File: src/common/i2s_pkg.sv
`default_nettype none

package i2s_pkg;

	// sample and slot width.
	localparam int SAMPLE_WIDTH = 16; // one i2s slot per channel.

	// volume field.
	localparam int GAIN_WIDTH = 8;

	// 128 is unity, 255 is just under 2x.
	localparam int GAIN_SHIFT = 7;

	// signed audio sample.
	typedef logic signed [SAMPLE_WIDTH-1:0] sample_t;

	// unsigned volume.
	typedef logic [GAIN_WIDTH-1:0] gain_t;

endpackage

`default_nettype wire

File: src/i2s_tx/audio_timing.sv
`default_nettype none

module audio_timing #(
	parameter int CLK_RATE = 24576000,
	parameter int AUDIO_RATE = 48000
) (
	input wire clk,
	input wire reset,

	output logic sample_tick,
	output logic bclk,
	output logic lrclk,
	output logic shift_strobe,
	output logic load_strobe
);

	// two slots per frame, halved for the toggle.
	localparam int BCLK_COUNT = CLK_RATE / (AUDIO_RATE * i2s_pkg::SAMPLE_WIDTH * 2) / 2;
	localparam int LRCLK_COUNT = BCLK_COUNT * 2 * i2s_pkg::SAMPLE_WIDTH;
	localparam int FRAME_COUNT = LRCLK_COUNT * 2; // left plus right.

	localparam int BCLK_CW = (BCLK_COUNT > 1) ? $clog2(BCLK_COUNT) : 1;
	localparam int LRCLK_CW = $clog2(LRCLK_COUNT);
	localparam int FRAME_CW = $clog2(FRAME_COUNT);

	logic [BCLK_CW-1:0] bclk_count;
	logic [LRCLK_CW-1:0] lrclk_count;
	logic [FRAME_CW-1:0] frame_count;
	logic bclk_prev;
	logic bclk_end;
	logic lrclk_end;
	logic frame_end;

	assign bclk_end = bclk_count == BCLK_CW'(BCLK_COUNT - 1);
	assign lrclk_end = lrclk_count == LRCLK_CW'(LRCLK_COUNT - 1);
	assign frame_end = frame_count == FRAME_CW'(FRAME_COUNT - 1);

	always_ff @(posedge clk or posedge reset) begin
		if (reset) begin
			bclk_count <= '0;
			lrclk_count <= '0;
			frame_count <= '0;
			sample_tick <= 1'b0;
			bclk <= 1'b0;
			bclk_prev <= 1'b0;
			lrclk <= 1'b0;
			load_strobe <= 1'b0;
		end else begin
			bclk_count <= bclk_end ? '0 : bclk_count + 1'b1;
			lrclk_count <= lrclk_end ? '0 : lrclk_count + 1'b1;
			frame_count <= frame_end ? '0 : frame_count + 1'b1;
			sample_tick <= frame_end;
			if (bclk_end)
				bclk <= ~bclk;
			if (lrclk_end)
				lrclk <= ~lrclk; // low is the left channel.
			bclk_prev <= bclk;
			load_strobe <= lrclk_count == '0; // cycle after the word clock edge.
		end
	end

	// cycle after the falling bit clock edge.
	assign shift_strobe = bclk_prev & ~bclk;

endmodule

`default_nettype wire

File: src/i2s_tx/i2s_serializer.sv
`default_nettype none

module i2s_serializer (
	input wire clk,
	input wire reset,

	input wire sample_tick,
	input wire lrclk,
	input wire load_strobe,
	input wire shift_strobe,

	input wire i2s_pkg::sample_t proc_left,
	input wire i2s_pkg::sample_t proc_right,

	output logic sdata
);

	localparam int W = i2s_pkg::SAMPLE_WIDTH;

	i2s_pkg::sample_t shadow_left;
	i2s_pkg::sample_t shadow_right;
	logic [W-1:0] shift_reg;

	// frame to send during the next frame period.
	always_ff @(posedge clk or posedge reset) begin
		if (reset) begin
			shadow_left <= '0;
			shadow_right <= '0;
		end else if (sample_tick) begin
			shadow_left <= proc_left;
			shadow_right <= proc_right;
		end
	end

	// load wins over shift.
	always_ff @(posedge clk or posedge reset) begin
		if (reset) begin
			shift_reg <= '0;
		end else if (load_strobe) begin
			shift_reg <= lrclk ? shadow_right : shadow_left;
		end else if (shift_strobe) begin
			shift_reg <= {shift_reg[W-2:0], 1'b0}; // msb first.
		end
	end

	// left-justified, no one-bit delay.
	assign sdata = shift_reg[W-1];

endmodule

`default_nettype wire

File: src/source/gain_stage.sv
`default_nettype none

module gain_stage (
	input wire clk,
	input wire reset,

	input wire i2s_pkg::sample_t fifo_left,
	input wire i2s_pkg::sample_t fifo_right,
	input wire i2s_pkg::gain_t fifo_volume,
	input wire proc_update,

	output i2s_pkg::sample_t proc_left,
	output i2s_pkg::sample_t proc_right
);

	// sample times signed-extended volume.
	localparam int PROD_W = i2s_pkg::SAMPLE_WIDTH + i2s_pkg::GAIN_WIDTH + 1;
	localparam logic signed [PROD_W-1:0] SAT_MAX = (2 ** (i2s_pkg::SAMPLE_WIDTH - 1)) - 1;
	localparam logic signed [PROD_W-1:0] SAT_MIN = -(2 ** (i2s_pkg::SAMPLE_WIDTH - 1));

	// scale, shift down and clamp one channel.
	function automatic i2s_pkg::sample_t scale(
		input i2s_pkg::sample_t sample,
		input i2s_pkg::gain_t volume
	);
		logic signed [PROD_W-1:0] product;
		logic signed [PROD_W-1:0] shifted;
		product = sample * $signed({1'b0, volume});
		shifted = product >>> i2s_pkg::GAIN_SHIFT; // rounds toward minus infinity.
		if (shifted > SAT_MAX)
			return i2s_pkg::sample_t'(SAT_MAX);
		else if (shifted < SAT_MIN)
			return i2s_pkg::sample_t'(SAT_MIN);
		else
			return i2s_pkg::sample_t'(shifted);
	endfunction

	i2s_pkg::sample_t scaled_left;
	i2s_pkg::sample_t scaled_right;

	assign scaled_left = scale(fifo_left, fifo_volume);
	assign scaled_right = scale(fifo_right, fifo_volume);

	// held until the next pop.
	always_ff @(posedge clk or posedge reset) begin
		if (reset) begin
			proc_left <= '0;
			proc_right <= '0;
		end else if (proc_update) begin
			proc_left <= scaled_left;
			proc_right <= scaled_right;
		end
	end

endmodule

`default_nettype wire

File: src/source/i2s_audio_out.sv
`default_nettype none

module i2s_audio_out #(
	parameter int CLK_RATE = 24576000,
	parameter int AUDIO_RATE = 48000,
	parameter int FIFO_DEPTH = 4 // power of two.
) (
	input wire clk,
	input wire reset,

	input wire sample_write,
	input wire i2s_pkg::sample_t write_left,
	input wire i2s_pkg::sample_t write_right,
	input wire i2s_pkg::gain_t write_volume,

	output wire fifo_full,
	output wire overflow,
	output wire underrun,

	output wire bclk,
	output wire lrclk,
	output wire sdata
);

	wire sample_tick;
	wire load_strobe;
	wire shift_strobe;
	wire fifo_update;
	wire i2s_pkg::sample_t fifo_left;
	wire i2s_pkg::sample_t fifo_right;
	wire i2s_pkg::gain_t fifo_volume;
	wire i2s_pkg::sample_t proc_left;
	wire i2s_pkg::sample_t proc_right;

	sample_fifo #(
		.FIFO_DEPTH(FIFO_DEPTH)
	) u_fifo (
		.clk(clk),
		.reset(reset),
		.sample_write(sample_write),
		.write_left(write_left),
		.write_right(write_right),
		.write_volume(write_volume),
		.sample_tick(sample_tick),
		.fifo_left(fifo_left),
		.fifo_right(fifo_right),
		.fifo_volume(fifo_volume),
		.fifo_valid(), // silence is already zeros.
		.fifo_update(fifo_update),
		.fifo_full(fifo_full),
		.overflow(overflow),
		.underrun(underrun)
	);

	gain_stage u_gain (
		.clk(clk),
		.reset(reset),
		.fifo_left(fifo_left),
		.fifo_right(fifo_right),
		.fifo_volume(fifo_volume),
		.proc_update(fifo_update),
		.proc_left(proc_left),
		.proc_right(proc_right)
	);

	audio_timing #(
		.CLK_RATE(CLK_RATE),
		.AUDIO_RATE(AUDIO_RATE)
	) u_timing (
		.clk(clk),
		.reset(reset),
		.sample_tick(sample_tick),
		.bclk(bclk),
		.lrclk(lrclk),
		.shift_strobe(shift_strobe),
		.load_strobe(load_strobe)
	);

	i2s_serializer u_serializer (
		.clk(clk),
		.reset(reset),
		.sample_tick(sample_tick),
		.lrclk(lrclk),
		.load_strobe(load_strobe),
		.shift_strobe(shift_strobe),
		.proc_left(proc_left),
		.proc_right(proc_right),
		.sdata(sdata)
	);

endmodule

`default_nettype wire

File: src/source/sample_fifo.sv
`default_nettype none

module sample_fifo #(
	parameter int FIFO_DEPTH = 4
) (
	input wire clk,
	input wire reset,

	input wire sample_write,
	input wire i2s_pkg::sample_t write_left,
	input wire i2s_pkg::sample_t write_right,
	input wire i2s_pkg::gain_t write_volume,

	input wire sample_tick,

	output i2s_pkg::sample_t fifo_left,
	output i2s_pkg::sample_t fifo_right,
	output i2s_pkg::gain_t fifo_volume,
	output logic fifo_valid,
	output logic fifo_update,
	output logic fifo_full,
	output logic overflow,
	output logic underrun
);

	localparam int PTR_W = (FIFO_DEPTH > 1) ? $clog2(FIFO_DEPTH) : 1;

	i2s_pkg::sample_t mem_left [FIFO_DEPTH];
	i2s_pkg::sample_t mem_right [FIFO_DEPTH];
	i2s_pkg::gain_t mem_volume [FIFO_DEPTH];

	logic [PTR_W-1:0] wr_ptr;
	logic [PTR_W-1:0] rd_ptr;
	logic [PTR_W:0] count; // one bit wider to hold FIFO_DEPTH.
	logic do_write;
	logic do_pop;

	assign fifo_full = count == (PTR_W+1)'(FIFO_DEPTH);
	assign do_write = sample_write & ~fifo_full; // writes while full are lost.
	assign do_pop = sample_tick & (count != '0);

	// frame storage.
	always_ff @(posedge clk) begin
		if (do_write) begin
			mem_left[wr_ptr] <= write_left;
			mem_right[wr_ptr] <= write_right;
			mem_volume[wr_ptr] <= write_volume;
		end
	end

	always_ff @(posedge clk or posedge reset) begin
		if (reset) begin
			wr_ptr <= '0;
			rd_ptr <= '0;
			count <= '0;
			fifo_left <= '0;
			fifo_right <= '0;
			fifo_volume <= '0;
			fifo_valid <= 1'b0;
			fifo_update <= 1'b0;
			overflow <= 1'b0;
			underrun <= 1'b0;
		end else begin
			if (do_write)
				wr_ptr <= wr_ptr + 1'b1; // depth is a power of two, wraps by itself.
			if (do_pop)
				rd_ptr <= rd_ptr + 1'b1;
			case ({do_write, do_pop})
				2'b10: count <= count + 1'b1;
				2'b01: count <= count - 1'b1;
				default: count <= count;
			endcase
			if (sample_tick) begin
				fifo_left <= do_pop ? mem_left[rd_ptr] : '0; // silence when empty.
				fifo_right <= do_pop ? mem_right[rd_ptr] : '0;
				fifo_volume <= do_pop ? mem_volume[rd_ptr] : '0;
				fifo_valid <= do_pop;
			end
			fifo_update <= sample_tick; // output changed this cycle.
			overflow <= sample_write & fifo_full;
			underrun <= sample_tick & ~do_pop;
		end
	end

endmodule

`default_nettype wire

File: config.mk
export PLATFORM = sky130hd
export DESIGN_NAME = i2s_audio_out
export DESIGN_NICKNAME = d
export VERILOG_FILES = /design/src/common/i2s_pkg.sv /design/src/i2s_tx/audio_timing.sv /design/src/i2s_tx/i2s_serializer.sv /design/src/source/gain_stage.sv /design/src/source/i2s_audio_out.sv /design/src/source/sample_fifo.sv
export SDC_FILE = /design/constraint.sdc
export NUM_CORES = 1
export LEC_CHECK = 0
export BUFFER_PORTS_ARGS = -buffer_cell sky130_fd_sc_hd__buf_4
export CAP_MARGIN = 40
export CORE_ASPECT_RATIO = 0.7
export CORE_UTILIZATION = 44
export DETAILED_ROUTE_END_ITERATION = 8
export GPL_ROUTABILITY_DRIVEN = 1
export SLEW_MARGIN = 20
export SYNTH_ARGS = -nofsm -noshare
export SYNTH_HDL_FRONTEND = slang
export SYNTH_SLANG_ARGS = --single-unit
File: constraint.sdc
create_clock -name clk -period 17.6 [get_ports clk]
set_clock_uncertainty 0.2 [all_clocks]
set_input_delay 0.88 -clock clk [delete_from_list [all_inputs] [get_ports clk]]
set_output_delay 0.88 -clock clk [all_outputs]
set_load 0.02 [all_outputs]
==> results of run 1 <==
==> layout by cell type (no fill, tap or decap), types with 25 or more instances in the layout <==
cell type / n
dfrtp_1: 152
a21oi_1: 34
inv_1: 344
mux2_2: 34
o21ai_0: 90
xor2_1: 25
clkbuf_16: 34
buf_4: 62
xnor2_1: 34
mux4_2: 40
nand2_1: 210
nor2_1: 169
ha_1: 103
fa_1: 203
edfxtp_1: 160
a221o_1: 28
==> worst max-delay path, delay by kind of cell, from the launching register on <==
| family | cells | cell delay (ns) |
|---|---|---|
| compound gates | 6 | 1.88 |
| fa+ha+maj | 5 | 2.34 |
| buf+inv | 4 | 0.68 |
| flops | 1 | 0.61 |
| simple gates | 3 | 0.78 |
==> routing by layer <==
metal	vias to the layer above	share of wire, %	GRT usage [%]
li1	6046	-	-
met1	6666	49	28.84
met2	271	44	29.28
met3	55	5.1	3.047
met4	0	1.7	4.301
met5	-	0	0
==> layout make-up <==
class / instances / area (sq um) / area share, %
sequential: 315 / 8687 / 37.59
inverter: 346 / 1304 / 5.641
tap: 612 / 765.7 / 3.313
timing repair buffer: 73 / 670.6 / 2.902
multi-input combinational: 1105 / 10560 / 45.69
clock buffer: 44 / 928.4 / 4.017
clock inverter: 18 / 196.4 / 0.8500
==> power by group through the flow <==
stage | sequential (mW) | combinational, mW | clock [mW]
floorplan | 0.893 | 0.0746 | 0
global placement | 0.893 | 0.123 | 0
detailed placement | 0.896 | 0.127 | 0
CTS | 0.882 | 0.128 | 0.737
global route | 0.887 | 0.137 | 0.769
finish | 0.881 | 0.124 | 0.720
==> worst max-delay path by stage <==
stage	to	from	slack (ns)
floorplan	u_gain.proc_right[9]	u_fifo.fifo_volume[5]	11.82
global placement	u_gain.proc_right[0]	u_fifo.fifo_volume[1]	10.99
detailed placement	u_gain.proc_right[1]	u_fifo.fifo_volume[5]	10.95
CTS	u_gain.proc_right[6]	u_fifo.fifo_volume[5]	10.90
global route	u_gain.proc_right[13]	u_fifo.fifo_volume[5]	10.61
finish	u_gain.proc_right[6]	u_fifo.fifo_volume[4]	11.01
==> per-stage QoR <==
| step | instances | setup slack (ns) |
|---|---|---|
| after global placement | 2439 | 10.99 |
| after floorplan | 1835 | 11.82 |
| after detailed placement | 2444 | 10.95 |
| after global routing | 2513 | 10.61 |
| after CTS | 2506 | 10.90 |
| final | 2513 | 11.01 |
==> logic make-up (layout without fill, tap and decap cells) <==
kind of cell / Yosys count / in the layout / synth area share [%]
adders and majority gates: 306 / 306 / 25.73
AOI/OAI and AO/OA: 208 / 208 / 6.736
buffers and inverters: 415 / 481 / 7.566
DFF: 315 / 315 / 41.74
and+or+nand+nor: 442 / 442 / 8.805
xor gates and xnor gates: 59 / 59 / 2.484
muxes: 90 / 90 / 6.940
==> metrics.md, run 1 <==
| Metric | Value |
|---|---|
| Outcome | `finished clean` |
| Syn Inst Count | `1835` |
| Switch share | `23.70%` |
| Leak | `10.51 nW` |
| First-pass GRT wire length | `72320 um` |
| Root buf cell | `clkbuf_16` |
| Setup TNS | `0 ns` |
| Synth-to-layout area growth | `11.09%` |
| Synth cell types | `65` |
| Top FF cell, synth | `edfxtp_1` |
| Max-slew violation count | `0` |
| Setup Viol. Count Final | `0` |
| Max_cap viols | `0` |
| Worst r2r src | `u_fifo.fifo_volume[4]` |
| Filler cells | `4179` |
| Sequential fraction of the synthesis area | `41.74%` |
| Postcts setup bufs | `0` |
| Tcrit/Tclk final | `37.44%` |
| CTS sink cnt | `315` |
| Cells on worst reg2reg path | `18` |
| Internal power | `1.316 mW` |
| Yosys reg bits | `315` |
| Die width | `261.9 um` |
| Slew @ Worst Pin | `0.6947 ns` |
| Clk pwr share | `41.7%` |
| Total global-route track usage | `19.21%` |
| Capturing point of the worst reg2reg path | `u_gain.proc_right[6]` |
| Critical path class | `reg -> reg` |
| CTS Hold Bufs | `0` |
| Finished Cell Area | `0.02311 sq mm` |
| Hpwl dp | `32460 um` |
| Top cells by area, synth | `edfxtp_1 23%, fa_1 20%, dfrtp_1 19%` |
| Post-synth net total | `2184` |
| Antenna diodes | `0` |
| Worst setup SP type | `flip-flop` |
| Worst hold slack | `0.1520 ns` |
| DRT Pass-1 Iters | `5` |
| Vias in the first global route | `13850` |
| Crit path required time | `17.86 ns` |
| H-tree levels | `2` |
| Post_cts resized | `0` |
| DR DRC count | `0` |
| Initial Util | `44.67%` |
| CP peak stage delay | `0.67 ns` |
| Final RePlAce weighted congestion | `0.9115` |
| Arrival time worst endpoint | `6.85 ns` |
| Crit-path cells | `inv_1 -> buf_6 -> nor2_1 -> fa_1 -> fa_1 -> fa_1 -> inv_1 -> fa_1 -> inv_1 -> ha_1 -> a21oi_1 -> o21ai_0 -> a2111oi_2 -> o221ai_2 -> a2111oi_0 -> nor3_1 -> nor2_2 -> a221o_1` |
| Seq pwr share | `51.1%` |
| Yosys top cell area share | `23.09%` |
| Largest net degree at the start of global routing | `73` |
| Worst-Skew Late Latency | `0.54 ns` |
| Largest fanout on the critical path | `15` |
| Die height | `183.9 um` |
| Avg Cell Area, Syn | `11.34 sq um` |
| Post-synth EDFFs | `160` |
| Antenna violations before repair | `0` |
| Post-synth top cells | `345 x inv_1, 210 x nand2_1, 203 x fa_1, 169 x nor2_1, 160 x edfxtp_1` |
| Hold Fails Final Rpt | `0` |
| Cts bufs inserted | `34` |
| Number of vias after detailed routing | `13038` |
| CTS tree | `done` |
| Critical Path Slowest Stage Cell | `a2111oi_2` |
| Via density | `5.188` |
| WL/cell | `17.20 um` |
| Worst Setup End Kind | `flip-flop` |
| Final global-route overflow total | `0` |
| Clock slew at reported path FFs | `0.06 ns` |
| Rel. slew slack | `53.69%` |
| PD cells | `74.65 mW/mm^2` |
| Initial detailed-routing violation count | `828` |
| Switch Pwr | `0.4089 mW` |
| Max Fclk | `151.7 MHz` |
| Async set-reset flop share out of synthesis | `49.21%` |
| R2r setup slk | `11.01 ns` |
| Final #Nets | `2224` |
| Dpl cell area | `0.02188 sq mm` |
| Die ar. | `0.04817 sq mm` |
| CORE AREA | `0.04657 sq mm` |
| Most used cell, CP | `fa_1` |
| Biggest regs | `u_fifo.mem_left: 64 flops, u_fifo.mem_right: 64 flops, u_fifo.mem_volume: 32 flops` |
| CTS max path bufs | `3` |
| Port Buffer Count | `48` |
| Comb pwr share | `7.2%` |
| Largest area contributor in the netlist | `edfxtp_1` |
| Proportion of layout cells with a drive suffix above 1 | `11.73%` |
| Antenna Nets Post-Route | `0` |
| Unrepaired setup endpoints after global routing | `false` |
| Syn Std Cell Area | `0.02080 sq mm` |
| Worst min path class | `in -> async` |
| Post-layout util | `49.62%` |
| Row cnt | `66` |
| Most frequent cell after synthesis | `inv_1` |
| # IOs | `49` |
| Crit path time final | `6.590 ns` |
| Worst VDD drop | `0.00008577 V` |
| DRT Wirelength | `43220 um` |
| Total Power | `1.725 mW` |
| Yosys warnings | `0` |
Note: power is estimated with default switching activity, not from simulation.
==> inputs of run 2 (changes only) <==
==> constraint.sdc (replaced) <==
create_clock -name clk -period 6.75 [get_ports clk]
set_clock_uncertainty 0.2 [all_clocks]
set_input_delay 0.3375 -clock clk [delete_from_list [all_inputs] [get_ports clk]]
set_output_delay 0.3375 -clock clk [all_outputs]
set_load 0.02 [all_outputs]
==> metrics.md, run 2 (synthesis results as in run 1) <==
| Metric | Value |
|---|---|
| Outcome | `finished clean` |
| Max-slew violation count | `0 (unchanged)` |
| Antenna Nets Post-Route | `0 (unchanged)` |
| Arrival time worst endpoint | `6.45 ns (-0.40 ns)` |
| Hpwl dp | `32040 um (-1.3%)` |
| CTS Hold Bufs | `42 (+42)` |
| Largest net degree at the start of global routing | `89 (+22%)` |
| Hold Fails Final Rpt | `0 (unchanged)` |
| DR DRC count | `0 (unchanged)` |
| Initial Util | `44.67% (unchanged)` |
| Cts bufs inserted | `34 (unchanged)` |
| Critical path class | `reg -> reg` |
| Crit path required time | `6.95 ns (-10.91 ns)` |
| Total global-route track usage | `19.18% (-0.037 points)` |
| Postcts setup bufs | `0 (unchanged)` |
| CTS sink cnt | `315 (unchanged)` |
| Worst min path class | `in -> async` |
| Synth-to-layout area growth | `13.03%` |
| Number of vias after detailed routing | `13116 (+0.60%)` |
| Biggest regs | `u_fifo.mem_left: 64 flops, u_fifo.mem_right: 64 flops, u_fifo.mem_volume: 32 flops` |
| Commonest cells after routing, fill and taps aside | `344 x inv_1, 210 x nand2_1, 203 x fa_1` |
| DRT Wirelength | `42620 um (-1.4%)` |
| Tcrit/Tclk final | `92.68% (+55 points)` |
| CORE AREA | `0.04657 sq mm (unchanged)` |
| Rel. slew slack | `54.53% (+0.84 points)` |
| Unrepaired setup endpoints after global routing | `false` |
| CTS max path bufs | `3 (unchanged)` |
| Setup Viol. Count Final | `0 (unchanged)` |
| Die width | `261.9 um (unchanged)` |
| Final global-route overflow total | `0 (unchanged)` |
| Most common cell after layout, fill and taps aside | `inv_1` |
| Row cnt | `66 (unchanged)` |
| Worst hold slack | `0.1001 ns (-0.05195 ns)` |
| Final RePlAce weighted congestion | `0.8407 (-7.8%)` |
| Worst setup SP type | `flip-flop` |
| Post_cts resized | `0 (unchanged)` |
| Via density | `5.125 (-1.2%)` |
| Total Power | `4.458 mW (+160%)` |
| DRT Pass-1 Iters | `5 (unchanged)` |
| Clock slew at reported path FFs | `0.06 ns (about the same)` |
| Worst VDD drop | `0.0002120 V (+150%)` |
| Worst Setup End Kind | `flip-flop` |
| Port Buffer Count | `48 (unchanged)` |
| Leak | `10.68 nW (+1.6%)` |
| H-tree levels | `2 (unchanged)` |
| Antenna violations before repair | `0 (unchanged)` |
| Initial detailed-routing violation count | `930 (+12%)` |
| Max_cap viols | `0 (unchanged)` |
| Final #Nets | `2271 (+2.1%)` |
| Setup TNS | `0 ns (unchanged)` |
| Worst-Skew Late Latency | `0.54 ns (about the same)` |
| First-pass GRT wire length | `72450 um (+0.18%)` |
| PD cells | `189.6 mW/mm^2 (+150%)` |
| CTS tree | `done` |
| Vias in the first global route | `14035 (+1.3%)` |
| Crit path time final | `6.256 ns (-0.3344 ns)` |
| # IOs | `49 (unchanged)` |
| Max Fclk | `159.9 MHz (+5.3%)` |
| Root buf cell | `clkbuf_16` |
| Largest fanout on the critical path | `15 (unchanged)` |
| Die ar. | `0.04817 sq mm (unchanged)` |
| Die height | `183.9 um (unchanged)` |
| WL/cell | `16.66 um (-3.1%)` |
| Slew @ Worst Pin | `0.6795 ns (-0.01515 ns)` |
| Proportion of layout cells with a drive suffix above 1 | `11.46% (-0.27 points)` |
-- run 2: cell count changes in the layout (fill, tap and decap cells not counted), moves of 2 or more --
cell,previous run,this run
dlygate4sd3_1,0,42
buf_4,62,71
clkinv_2,6,2
buf_6,2,0
buf_8,4,2
clkbuf_1,6,8
clkinv_8,0,2
-- run 2: layout make-up --
class	count	area [sq um]
diodes	1	2.502
clock buffers	47	960.9
clock inverters	13	121.4
fillers	4117	23060
inverters	346	1304
multi-input cells	1105	10560
flip-flops and latches	315	8687
well taps	612	765.7
repair buffers	120	1114
-- run 2: worst max-delay path: stages (launching register included) --
cell       delay [ns]
dfrtp_1          0.72
inv_1            0.14
buf_4            0.23
nor2_1           0.15
fa_1             0.44
fa_1             0.47
fa_1             0.54
inv_1            0.05
fa_1             0.52
inv_1            0.04
ha_1             0.33
a21oi_1          0.15
o21ai_0          0.14
a2111oi_2        0.66
o221ai_2         0.22
and4_1           0.24
nor3_1           0.31
nor2_2           0.07
buf_4            0.20
a221o_1          0.26
-- run 2: through the flow --
| step | setup WS (ns) | cells | area (sq um) | util (%) |
|---|---|---|---|---|
| 2_1_floorplan | 0.9663 | 1835 | 20800 | - |
| 3_3_place_gp | 0.6318 | 2448 | 21840 | 46.89 |
| 3_5_place_dp | 0.4922 | 2452 | 21930 | 47.09 |
| 4_1_cts | 0.4643 | 2554 | 23430 | 50.31 |
| 5_1_grt | 0.1631 | 2558 | 23510 | 50.48 |
| 6_report | 0.4943 | 2559 | 23510 | 50.49 |
-- run 2: path summary, 6_finish.rpt --
kind	startpoint	end	slack [ns]	depth (start not counted)
max in group asynchronous	reset	u_fifo.rd_ptr[1]	5.35	5
min reg2reg	u_timing.bclk_count[0]	u_timing.bclk_count[0]	0.23	1
max	u_fifo.fifo_volume[3]	u_gain.proc_right[3]	0.49	19
max reg2reg	u_fifo.fifo_volume[3]	u_gain.proc_right[3]	0.49	19
min in group clk	u_timing.bclk_count[0]	u_timing.bclk_count[0]	0.23	1
min	reset	u_serializer.shift_reg[11]	0.10	3
-- run 2: metal layers --
| metal | global-route usage (%) | vias to the layer above | wire length, um |
|---|---|---|---|
| met3 | 3.377 | 48 | 2193 |
| li1 | - | 6138 | - |
| met1 | 28.38 | 6702 | 20720 |
| met4 | 3.977 | 0 | 723 |
| met5 | 0 | - | 0 |
| met2 | 29.58 | 228 | 18980 |
-- run 2: report_power, final --
group	internal, mW	switching, mW	total [mW]
clock	1.04	0.771	1.81
sequential	2.25	0.0477	2.30
combinational	0.126	0.219	0.345
total	3.42	1.04	4.46
